--- src/source/acc_mem_pkg.sv ---
`default_nettype none

package acc_mem_pkg;

  localparam int ADDR_W = 32;
  localparam int DATA_W = 32;
  localparam int TAG_W = 8;

  typedef logic [ADDR_W-1:0] addr_t;
  typedef logic [DATA_W-1:0] data_t;
  typedef logic [TAG_W-1:0] tag_t;

  typedef struct packed {
    addr_t addr;
    tag_t  tag;
  } rd_req_t;

  typedef struct packed {
    tag_t  tag;
    data_t data;
  } rd_rsp_t;

  typedef struct packed {
    addr_t addr;
    tag_t  tag;
    data_t data;
  } wr_req_t;

endpackage

`default_nettype wire

--- src/source/acc_cfg_pkg.sv ---
`default_nettype none

package acc_cfg_pkg;

  typedef logic [15:0] qtd_t;

  typedef struct packed {
    acc_mem_pkg::addr_t base;
    qtd_t               count;
    acc_mem_pkg::tag_t  id;
  } queue_conf_t;

  // tag values of the three requesters.
  localparam acc_mem_pkg::tag_t IN_QUEUE_ID = 8'd1;
  localparam acc_mem_pkg::tag_t OUT_QUEUE_ID = 8'd2;
  localparam acc_mem_pkg::tag_t STATUS_QUEUE_ID = 8'd3;

  localparam acc_mem_pkg::addr_t STATUS_ADDR = 32'h0000_f000;

  localparam int FIFO_DEPTH = 4;
  localparam int WORD_BYTES = 4;

endpackage

`default_nettype wire

--- src/source/payload_fifo.sv ---
`timescale 1ns/1ps
`default_nettype none

module payload_fifo #(
  parameter type item_t = logic [31:0],
  parameter int  DEPTH  = 4
) (
  input  logic       clk,
  input  logic       arst_n,
  input  logic       push_valid,
  output logic       push_ready,
  input  item_t      push_item,
  output logic       pop_valid,
  input  logic       pop_ready,
  output item_t      pop_item,
  output logic [2:0] level
);

  localparam int PTR_W = (DEPTH > 1) ? $clog2(DEPTH) : 1;

  item_t            mem [DEPTH];
  logic [PTR_W-1:0] wr_ptr;
  logic [PTR_W-1:0] rd_ptr;
  logic             do_push;
  logic             do_pop;

  function automatic logic [PTR_W-1:0] ptr_next(input logic [PTR_W-1:0] ptr);
    return (ptr == PTR_W'(DEPTH - 1)) ? '0 : ptr + 1'b1;
  endfunction

  assign push_ready = level < 3'(DEPTH);
  assign pop_valid  = level != 3'd0;
  assign pop_item   = mem[rd_ptr];
  assign do_push    = push_valid && push_ready;
  assign do_pop     = pop_valid && pop_ready;

  always_ff @(posedge clk or negedge arst_n) begin
    if (!arst_n) begin
      wr_ptr <= '0;
      rd_ptr <= '0;
      level  <= '0;
    end else begin
      if (do_push) wr_ptr <= ptr_next(wr_ptr);
      if (do_pop) rd_ptr <= ptr_next(rd_ptr);
      level <= level + {2'b00, do_push} - {2'b00, do_pop}; // push and pop may share a cycle.
    end
  end

  always_ff @(posedge clk) begin
    if (do_push) mem[wr_ptr] <= push_item;
  end

endmodule

`default_nettype wire

--- src/source/burst_counter.sv ---
`timescale 1ns/1ps
`default_nettype none

module burst_counter (
  input  logic              clk,
  input  logic              arst_n,
  input  logic              load,
  input  acc_cfg_pkg::qtd_t total,
  input  logic              issue,
  input  logic              complete,
  output acc_cfg_pkg::qtd_t next_index,
  output acc_cfg_pkg::qtd_t outstanding,
  output logic              finished
);

  import acc_cfg_pkg::*;

  qtd_t total_q;
  qtd_t completed_q;

  always_ff @(posedge clk or negedge arst_n) begin
    if (!arst_n) begin
      total_q     <= '0;
      next_index  <= '0;
      completed_q <= '0;
    end else if (load) begin
      total_q     <= total;
      next_index  <= '0;
      completed_q <= '0;
    end else begin
      if (issue) next_index <= next_index + 1'b1;
      if (complete) completed_q <= completed_q + 1'b1;
    end
  end

  assign outstanding = next_index - completed_q;
  assign finished    = completed_q == total_q;

endmodule

`default_nettype wire

--- src/source/queue_fetch.sv ---
`timescale 1ns/1ps
`default_nettype none

module queue_fetch (
  input  logic                     clk,
  input  logic                     arst_n,
  input  logic                     conf_load,
  input  acc_cfg_pkg::queue_conf_t conf,
  input  logic                     run,
  output logic                     rd_req_valid,
  input  logic                     rd_req_ready,
  output acc_mem_pkg::rd_req_t     rd_req,
  input  logic                     rd_rsp_valid,
  input  acc_mem_pkg::rd_rsp_t     rd_rsp,
  output logic                     in_valid,
  input  logic                     in_ready,
  output acc_mem_pkg::data_t       in_data,
  output logic                     finished,
  output logic                     pending
);

  import acc_cfg_pkg::*;
  import acc_mem_pkg::*;

  queue_conf_t conf_q;
  qtd_t        next_index;
  qtd_t        outstanding;
  logic [2:0]  level;
  logic        issue;
  logic        complete;
  logic        all_issued;
  logic        rsp_match;

  always_ff @(posedge clk or negedge arst_n) begin
    if (!arst_n) begin
      conf_q <= '0;
    end else if (conf_load) begin
      conf_q <= conf;
    end
  end

  // outstanding covers words in flight and words still buffered, so it is the used credit.
  assign all_issued   = next_index == conf_q.count;
  assign rd_req_valid = run && !all_issued && (outstanding < qtd_t'(FIFO_DEPTH));
  assign rd_req.addr  = conf_q.base + addr_t'(next_index) * addr_t'(WORD_BYTES);
  assign rd_req.tag   = conf_q.id;
  assign issue        = rd_req_valid && rd_req_ready;

  assign rsp_match = rd_rsp_valid && (rd_rsp.tag == conf_q.id); // other tags belong elsewhere.
  assign complete  = in_valid && in_ready;
  assign pending   = outstanding != qtd_t'(level);

  burst_counter i_burst_counter (
    .clk        (clk),
    .arst_n     (arst_n),
    .load       (conf_load),
    .total      (conf.count),
    .issue      (issue),
    .complete   (complete),
    .next_index (next_index),
    .outstanding(outstanding),
    .finished   (finished)
  );

  payload_fifo #(
    .item_t(data_t),
    .DEPTH (FIFO_DEPTH)
  ) i_read_fifo (
    .clk       (clk),
    .arst_n    (arst_n),
    .push_valid(rsp_match),
    .push_ready(),
    .push_item (rd_rsp.data),
    .pop_valid (in_valid),
    .pop_ready (in_ready),
    .pop_item  (in_data),
    .level     (level)
  );

endmodule

`default_nettype wire

--- src/source/queue_store.sv ---
`timescale 1ns/1ps
`default_nettype none

module queue_store (
  input  logic                     clk,
  input  logic                     arst_n,
  input  logic                     conf_load,
  input  acc_cfg_pkg::queue_conf_t conf,
  input  logic                     run,
  input  logic                     out_valid,
  output logic                     out_ready,
  input  acc_mem_pkg::data_t       out_data,
  output logic                     wr_req_valid,
  input  logic                     wr_req_ready,
  output acc_mem_pkg::wr_req_t     wr_req,
  input  logic                     wr_ack_valid,
  input  acc_mem_pkg::tag_t        wr_ack_tag,
  output acc_cfg_pkg::qtd_t        acked_count,
  output logic                     finished,
  output logic                     pending
);

  import acc_cfg_pkg::*;
  import acc_mem_pkg::*;

  queue_conf_t conf_q;
  qtd_t        next_index;
  qtd_t        outstanding;
  wr_req_t     req_item;
  logic        issue;
  logic        complete;

  always_ff @(posedge clk or negedge arst_n) begin
    if (!arst_n) begin
      conf_q <= '0;
    end else if (conf_load) begin
      conf_q <= conf;
    end
  end

  assign req_item.addr = conf_q.base + addr_t'(next_index) * addr_t'(WORD_BYTES);
  assign req_item.tag  = conf_q.id;
  assign req_item.data = out_data;

  // results already in the kernel still drain after run drops.
  assign issue       = out_valid && out_ready && (run || outstanding != '0 || next_index != '0);
  assign complete    = wr_ack_valid && (wr_ack_tag == conf_q.id);
  assign pending     = outstanding != '0;
  assign acked_count = next_index - outstanding;

  burst_counter i_burst_counter (
    .clk        (clk),
    .arst_n     (arst_n),
    .load       (conf_load),
    .total      (conf.count),
    .issue      (issue),
    .complete   (complete),
    .next_index (next_index),
    .outstanding(outstanding),
    .finished   (finished)
  );

  payload_fifo #(
    .item_t(wr_req_t),
    .DEPTH (FIFO_DEPTH)
  ) i_write_fifo (
    .clk       (clk),
    .arst_n    (arst_n),
    .push_valid(out_valid),
    .push_ready(out_ready),
    .push_item (req_item),
    .pop_valid (wr_req_valid),
    .pop_ready (wr_req_ready),
    .pop_item  (wr_req),
    .level     ()
  );

endmodule

`default_nettype wire

--- src/source/acc_kernel.sv ---
`timescale 1ns/1ps
`default_nettype none

module acc_kernel (
  input  logic               clk,
  input  logic               arst_n,
  input  logic               in_valid,
  output logic               in_ready,
  input  acc_mem_pkg::data_t in_data,
  output logic               out_valid,
  input  logic               out_ready,
  output acc_mem_pkg::data_t out_data,
  output logic               busy
);

  import acc_mem_pkg::*;

  data_t data_q;
  logic  full_q;

  assign in_ready  = !full_q || out_ready; // the register frees up in the cycle it drains.
  assign out_valid = full_q;
  assign out_data  = data_q;
  assign busy      = full_q;

  always_ff @(posedge clk or negedge arst_n) begin
    if (!arst_n) begin
      full_q <= 1'b0;
    end else if (in_ready) begin
      full_q <= in_valid;
    end
  end

  always_ff @(posedge clk) begin
    if (in_valid && in_ready) data_q <= in_data + 1'b1;
  end

endmodule

`default_nettype wire

--- src/source/run_fsm.sv ---
`timescale 1ns/1ps
`default_nettype none

module run_fsm (
  input  logic                 clk,
  input  logic                 arst_n,
  input  logic                 start,
  input  logic                 fetch_finished,
  input  logic                 store_finished,
  input  logic                 fetch_pending,
  input  logic                 store_pending,
  input  logic                 kernel_busy,
  output logic                 run,
  output logic                 status_req_valid,
  input  logic                 status_req_ready,
  output acc_mem_pkg::wr_req_t status_req,
  input  acc_cfg_pkg::qtd_t    status_count,
  output logic                 done
);

  import acc_cfg_pkg::*;
  import acc_mem_pkg::*;

  typedef enum logic [2:0] {
    S_IDLE,
    S_RUN,
    S_DRAIN,
    S_STATUS,
    S_REPORT
  } state_t;

  state_t state;
  state_t state_next;

  always_ff @(posedge clk or negedge arst_n) begin
    if (!arst_n) begin
      state <= S_IDLE;
    end else begin
      state <= state_next;
    end
  end

  always_comb begin
    state_next = state;
    case (state)
      S_IDLE:   if (start) state_next = S_RUN;
      S_RUN:    if (fetch_finished && store_finished) state_next = S_DRAIN;
      S_DRAIN: begin
        if (!fetch_pending && !store_pending && !kernel_busy) state_next = S_STATUS;
      end
      S_STATUS: if (status_req_ready) state_next = S_REPORT; // held until the port takes it.
      S_REPORT: state_next = S_IDLE;
      default:  state_next = S_IDLE;
    endcase
  end

  assign run              = state == S_RUN;
  assign status_req_valid = state == S_STATUS;
  assign done             = state == S_REPORT;

  assign status_req.addr = STATUS_ADDR;
  assign status_req.tag  = STATUS_QUEUE_ID;
  assign status_req.data = data_t'(status_count);

endmodule

`default_nettype wire

--- src/source/acc_top.sv ---
`timescale 1ns/1ps
`default_nettype none

module acc_top (
  input  logic                     clk,
  input  logic                     arst_n,
  input  logic                     start,
  input  logic [1:0]               conf_valid,
  input  acc_cfg_pkg::queue_conf_t conf,
  output logic                     rd_req_valid,
  input  logic                     rd_req_ready,
  output acc_mem_pkg::rd_req_t     rd_req,
  input  logic                     rd_rsp_valid,
  input  acc_mem_pkg::rd_rsp_t     rd_rsp,
  output logic                     wr_req_valid,
  input  logic                     wr_req_ready,
  output acc_mem_pkg::wr_req_t     wr_req,
  output logic                     status_req_valid,
  input  logic                     status_req_ready,
  output acc_mem_pkg::wr_req_t     status_req,
  input  logic                     wr_ack_valid,
  input  acc_mem_pkg::tag_t        wr_ack_tag,
  output logic                     done
);

  import acc_cfg_pkg::*;
  import acc_mem_pkg::*;

  logic        rst_n;
  logic        start_q;
  logic [1:0]  conf_valid_q;
  queue_conf_t conf_q;
  logic        rd_rsp_valid_q;
  rd_rsp_t     rd_rsp_q;
  logic        wr_ack_valid_q;
  tag_t        wr_ack_tag_q;
  logic        in_valid;
  logic        in_ready;
  data_t       in_data;
  logic        out_valid;
  logic        out_ready;
  data_t       out_data;
  logic        fetch_finished;
  logic        fetch_pending;
  logic        store_finished;
  logic        store_pending;
  logic        kernel_busy;
  logic        run;
  qtd_t        acked_count;

  // release is taken through one flop so the core leaves reset on a clock edge.
  always_ff @(posedge clk or negedge arst_n) begin
    if (!arst_n) begin
      rst_n <= 1'b0;
    end else begin
      rst_n <= 1'b1;
    end
  end

  // the ready inputs stay direct, so a transfer is the cycle both sides are high at the ports.
  always_ff @(posedge clk or negedge arst_n) begin
    if (!arst_n) begin
      start_q        <= 1'b0;
      conf_valid_q   <= '0;
      rd_rsp_valid_q <= 1'b0;
      wr_ack_valid_q <= 1'b0;
    end else begin
      start_q        <= start;
      conf_valid_q   <= conf_valid;
      rd_rsp_valid_q <= rd_rsp_valid;
      wr_ack_valid_q <= wr_ack_valid;
    end
  end

  always_ff @(posedge clk) begin
    conf_q       <= conf;
    rd_rsp_q     <= rd_rsp;
    wr_ack_tag_q <= wr_ack_tag;
  end

  queue_fetch i_queue_fetch (
    .clk         (clk),
    .arst_n      (rst_n),
    .conf_load   (conf_valid_q[0]),
    .conf        (conf_q),
    .run         (run),
    .rd_req_valid(rd_req_valid),
    .rd_req_ready(rd_req_ready),
    .rd_req      (rd_req),
    .rd_rsp_valid(rd_rsp_valid_q),
    .rd_rsp      (rd_rsp_q),
    .in_valid    (in_valid),
    .in_ready    (in_ready),
    .in_data     (in_data),
    .finished    (fetch_finished),
    .pending     (fetch_pending)
  );

  acc_kernel i_acc_kernel (
    .clk      (clk),
    .arst_n   (rst_n),
    .in_valid (in_valid),
    .in_ready (in_ready),
    .in_data  (in_data),
    .out_valid(out_valid),
    .out_ready(out_ready),
    .out_data (out_data),
    .busy     (kernel_busy)
  );

  queue_store i_queue_store (
    .clk         (clk),
    .arst_n      (rst_n),
    .conf_load   (conf_valid_q[1]),
    .conf        (conf_q),
    .run         (run),
    .out_valid   (out_valid),
    .out_ready   (out_ready),
    .out_data    (out_data),
    .wr_req_valid(wr_req_valid),
    .wr_req_ready(wr_req_ready),
    .wr_req      (wr_req),
    .wr_ack_valid(wr_ack_valid_q),
    .wr_ack_tag  (wr_ack_tag_q),
    .acked_count (acked_count),
    .finished    (store_finished),
    .pending     (store_pending)
  );

  run_fsm i_run_fsm (
    .clk             (clk),
    .arst_n          (rst_n),
    .start           (start_q),
    .fetch_finished  (fetch_finished),
    .store_finished  (store_finished),
    .fetch_pending   (fetch_pending),
    .store_pending   (store_pending),
    .kernel_busy     (kernel_busy),
    .run             (run),
    .status_req_valid(status_req_valid),
    .status_req_ready(status_req_ready),
    .status_req      (status_req),
    .status_count    (acked_count),
    .done            (done)
  );

endmodule

`default_nettype wire

--- config.mk ---
export PLATFORM = sky130hd
export DESIGN_NAME = acc_top
export DESIGN_NICKNAME = d
export VERILOG_FILES = /design/src/source/acc_mem_pkg.sv /design/src/source/acc_cfg_pkg.sv /design/src/source/payload_fifo.sv /design/src/source/burst_counter.sv /design/src/source/queue_fetch.sv /design/src/source/queue_store.sv /design/src/source/acc_kernel.sv /design/src/source/run_fsm.sv /design/src/source/acc_top.sv
export SDC_FILE = /design/constraint.sdc
export NUM_CORES = 1
export LEC_CHECK = 0
export BUFFER_PORTS_ARGS = -buffer_cell sky130_fd_sc_hd__buf_2
export CORE_MARGIN = 3
export CORE_UTILIZATION = 49
export CTS_CLUSTER_DIAMETER = 60
export DETAILED_ROUTE_END_ITERATION = 8
export PLACE_DENSITY_LB_ADDON = 0.15
export SLEW_MARGIN = 40
export SYNTH_ARGS = -nofsm -noshare
export SYNTH_HDL_FRONTEND = slang
export SYNTH_SLANG_ARGS = --single-unit
--- constraint.sdc ---
create_clock -name clk -period 10 [get_ports clk]
set_input_delay 0.5 -clock clk [delete_from_list [all_inputs] [get_ports clk]]
set_output_delay 0.5 -clock clk [all_outputs]
set_load 0.005 [all_outputs]
==> run summary <==
- result of the run: finished clean
- Worst Reg-to-Reg Cells: 13
- most area-consuming cells after synthesis: edfxtp_1, dfrtp_1, mux4_2
- Distinct cells, synth: 87
- measured slew at the worst slew-check pin: 0.7865 ns
- Clock Root Buffer: clkbuf_16
- CTS H-tree depth: 3
- Sinks on Clock Net: 752
- maximum vdd ir drop: 0.2231 mV
- minimum period implied by the final worst setup slack: 5.577 ns
- met2 track demand over resource: 35.28%
- Max Root-Sink Buffers: 3
- leading area contributor after synthesis: edfxtp_1
- beginning of the worst hold path: conf[44]
- net switching fraction of the power: 30.25%
- placed cell areas: 0.03497 mm2
- synth-to-layout area growth: 17.50%
- Antenna Violating Nets Remaining: 0
- placeable core region: 0.06622 mm2
- Cell Area, Synth: 0.03295 mm2
- proportion of power drawn by flip-flops and latches: 43.7%
- register clock-pin slew on the reported worst setup and hold paths: 0.06 ns
- area occupied by registers: 0.02056 mm2
- vias after detailed routing: 19820
- post-route DRC violation count: 0
- yosys synthesis warning count: 0
- pin count of the biggest net entering global routing: 101
- Cell Rows: 94
- fraction of layout instances using a drive strength above 1: 23.87%
- die span in y: 265.3 um
- HP Class: input pin to flop
- signal arrival time at the worst endpoint: 5.08 ns
- area of the multi-input gates: 0.01158 mm2
- max-capacitance violation count: 0
- fraction of post-synthesis cell area in the top cell type by area: 40.82%
- half-perimeter wire length after placement: 54.31 mm
- number of enable flip-flop cells after synthesis: 448
- Placer Congestion: 0.8675
- number of gates given a new drive strength after cts: 0
- setup violators final: 0
- full die area: 0.07040 mm2
- number of cells traversed by the worst hold path: 1
- global-route wire length before repair: 121.6 mm
- final wirelength: 79.51 mm
- number of instances in the synthesized netlist: 2273
- timing-limited maximum frequency: 179.3 MHz
- ys async rst share: 26.60%
- global routing's busiest layer: met2
- Clock power frac: 29.4%
- highest-count cells in the layout ignoring fill and taps: edfxtp_1, buf_2, dfrtp_1, xnor2_1
- unrepaired setup endpoints after global routing: no
- Worst setup EP type: output pin
- M1 GR Usage: 33.07%
- number of I/O pins: 302
- count of input and output buffers: 245
- Pre-antenna DRT Iters: 5
- post-CTS setup buffer count: 0
- Data required, critical path: 9.50 ns
- Final Max Tran Viols: 0
- CTS tree: yes
- net total in the final layout: 2873
- sequential area share after synthesis: 62.33%
- Sw Pwr: 3.028 mW
- Period Utilization, post-route: 55.77%
- number of hold-slack violations in the final timing report: 0
- most frequently used flop master after synthesis: edfxtp_1
- initial core utilization: 49.77%
- Filler Cell Count: 5161
- kind of critical path: flop to output pin
- via count of the first global-routing pass: 19920
- syn avg cell area: 14.50 um2
- final routed wire length divided by cell count: 22.14 um
- vias per inst: 5.519
- critical path peak fanout: 9
- grt total ovfl: 0
- Relative slew margins: 47.57%
- Gate power share: 26.9%
- TritonCTS buffer count: 79
- count of antenna diodes in the layout: 0
- setup slack on the worst flop-to-flop path: 6.14 ns
- final worst clock skew: 0.02442 ns
- beginning of the critical path: i_queue_store.i_burst_counter.next_index[0]$_DFFE_PN0P_
- number of antenna violations at the first check in global routing: 2
- final cell utilization of the core: 58.47%
- flip-flop and latch count after synthesis: 752
- die width: 265.3 um
- critical register-to-register path startpoint: i_queue_fetch.i_burst_counter.next_index[0]$_DFFE_PN0P_
- PnR Total Power: 10.01 mW
- total internal power: 6.983 mW
- clock network latency to the later pin of the worst-skew pair: 0.62 ns
- final design area excluding fillers: 0.03872 mm2
- Leakage: 15.06 nW
- most common cell after layout, fill and taps aside: edfxtp_1
- Power Density: 258.6 mW/mm2
- sort of element at the start of the critical path: flop
- total global-route track usage: 22.68%
- number of DRC violations after detailed-routing iteration 0: 1452
- grt met3 use: 4.495%
- setup TNS after final layout: 0 ns
power groups by stage:
stage	clock (mW)	sequential (mW)	combinational, mW
after floorplan	0	4.26	1.79
after global placement	0	4.40	2.66
after detailed placement	0	4.44	2.71
after CTS	3.01	4.38	2.75
after global routing	3.13	4.44	2.93
final	2.95	4.37	2.69
worst max-delay path, stage by stage (launching register included):
cell,delay [ns]
dfrtp_1,0.49
inv_1,0.16
ha_1,0.18
inv_1,0.08
fa_1,0.47
a21oi_1,0.21
nor2_1,0.09
o32ai_1,0.45
ha_1,0.36
or3_1,0.36
o21ai_0,0.11
o21bai_1,0.17
nor2_1,0.07
o31ai_1,0.23
maj3_1,0.26
o21ai_1,0.10
maj3_1,0.39
xor2_1,0.14
buf_2,0.13
path summary, 6_finish.rpt:
check | to
setup / recovery | status_req[12]
hold / removal | conf_q[44]$_DFF_P_
setup reg to reg | i_queue_fetch.i_burst_counter.next_index[15]$_DFFE_PN0P_
hold reg to reg | i_queue_store.conf_q[25]$_DFFE_PN0P_
max in group asynchronous | i_queue_fetch.i_burst_counter.completed_q[5]$_DFFE_PN0P_
min in group asynchronous | i_queue_store.conf_q[25]$_DFFE_PN0P_
sequential cells by signal, summed over array words and instances, names as in the netlist, 16 cells and up:
register	flops
conf_q	56
i_queue_store.conf_q	40
i_queue_fetch.conf_q	48
i_queue_store.i_burst_counter.total_q	16
rd_rsp_q	40
i_queue_fetch.i_burst_counter.next_index	16
i_queue_store.i_burst_counter.next_index	16
i_queue_fetch.i_read_fifo.mem	128
i_queue_store.i_write_fifo.mem	288
i_acc_kernel.out_data	32
i_queue_store.i_burst_counter.completed_q	16
i_queue_fetch.i_burst_counter.completed_q	16
per-stage QoR:
| stage | cells | setup slack [ns] | hold WS, ns |
|---|---|---|---|
| floorplan | 2328 | 4.134 | 0.2044 |
| global placement | 3334 | 5.131 | 0.2549 |
| detailed placement | 3335 | 5.110 | 0.2534 |
| CTS | 3591 | 4.423 | 0.02291 |
| global route | 3591 | 4.096 | 0.03781 |
| finish | 3591 | 4.423 | 0.07004 |
area by class of cell:
cell class                 count  area share (%)
clock buffer                 117           6.027
timing repair buffer         372           6.450
multi-input combinational   1365           29.91
clock inverter                31          0.8499
sequential                   752           53.10
tap                          864           2.792
inverter                      90          0.8725
timing repair:
action	in CTS	in global routing
endpoints found under the hold margin	113	0
endpoints found under the setup margin	0	0
hold buffers	108	0
metal layers:
layer / share of wire, % / up-vias / wire [um]
met4: 2.3 / 4 / 1802
met1: 45 / 10010 / 36090
li1: - / 9106 / -
met5: 0.030 / - / 24
met3: 6.3 / 111 / 4982
met2: 46 / 586 / 36610
cells by family after synthesis:
| kind of cell | share of synthesized area, % |
|---|---|
| buffers and inverters | 3.265 |
| adder cells (fa/ha/maj) | 3.979 |
| XOR/XNOR | 5.935 |
| AO/OA/AOI/OAI | 5.415 |
| flip-flops | 62.33 |
| other | 0.02279 |
| multiplexers | 11.29 |
| AND/OR/NAND/NOR | 7.761 |
synthesized netlist by cell type, types with 14 or more instances:
master / count
a21o_1: 22
a21oi_1: 65
and2_1: 21
and3_1: 26
buf_1: 15
buf_4: 69
clkbuf_1: 27
dfrtp_1: 200
dfxtp_1: 104
edfxtp_1: 448
ha_1: 92
inv_1: 90
mux2_2: 118
mux4_2: 104
nand2_1: 85
nand2b_1: 14
nand3_1: 62
nand4_1: 29
nor2_1: 118
nor2b_1: 20
nor3_1: 44
nor4_1: 19
o21ai_0: 66
or3_1: 23
xnor2_1: 134
xor2_1: 84
No activity file was read; power rests on OpenSTA's default activity.
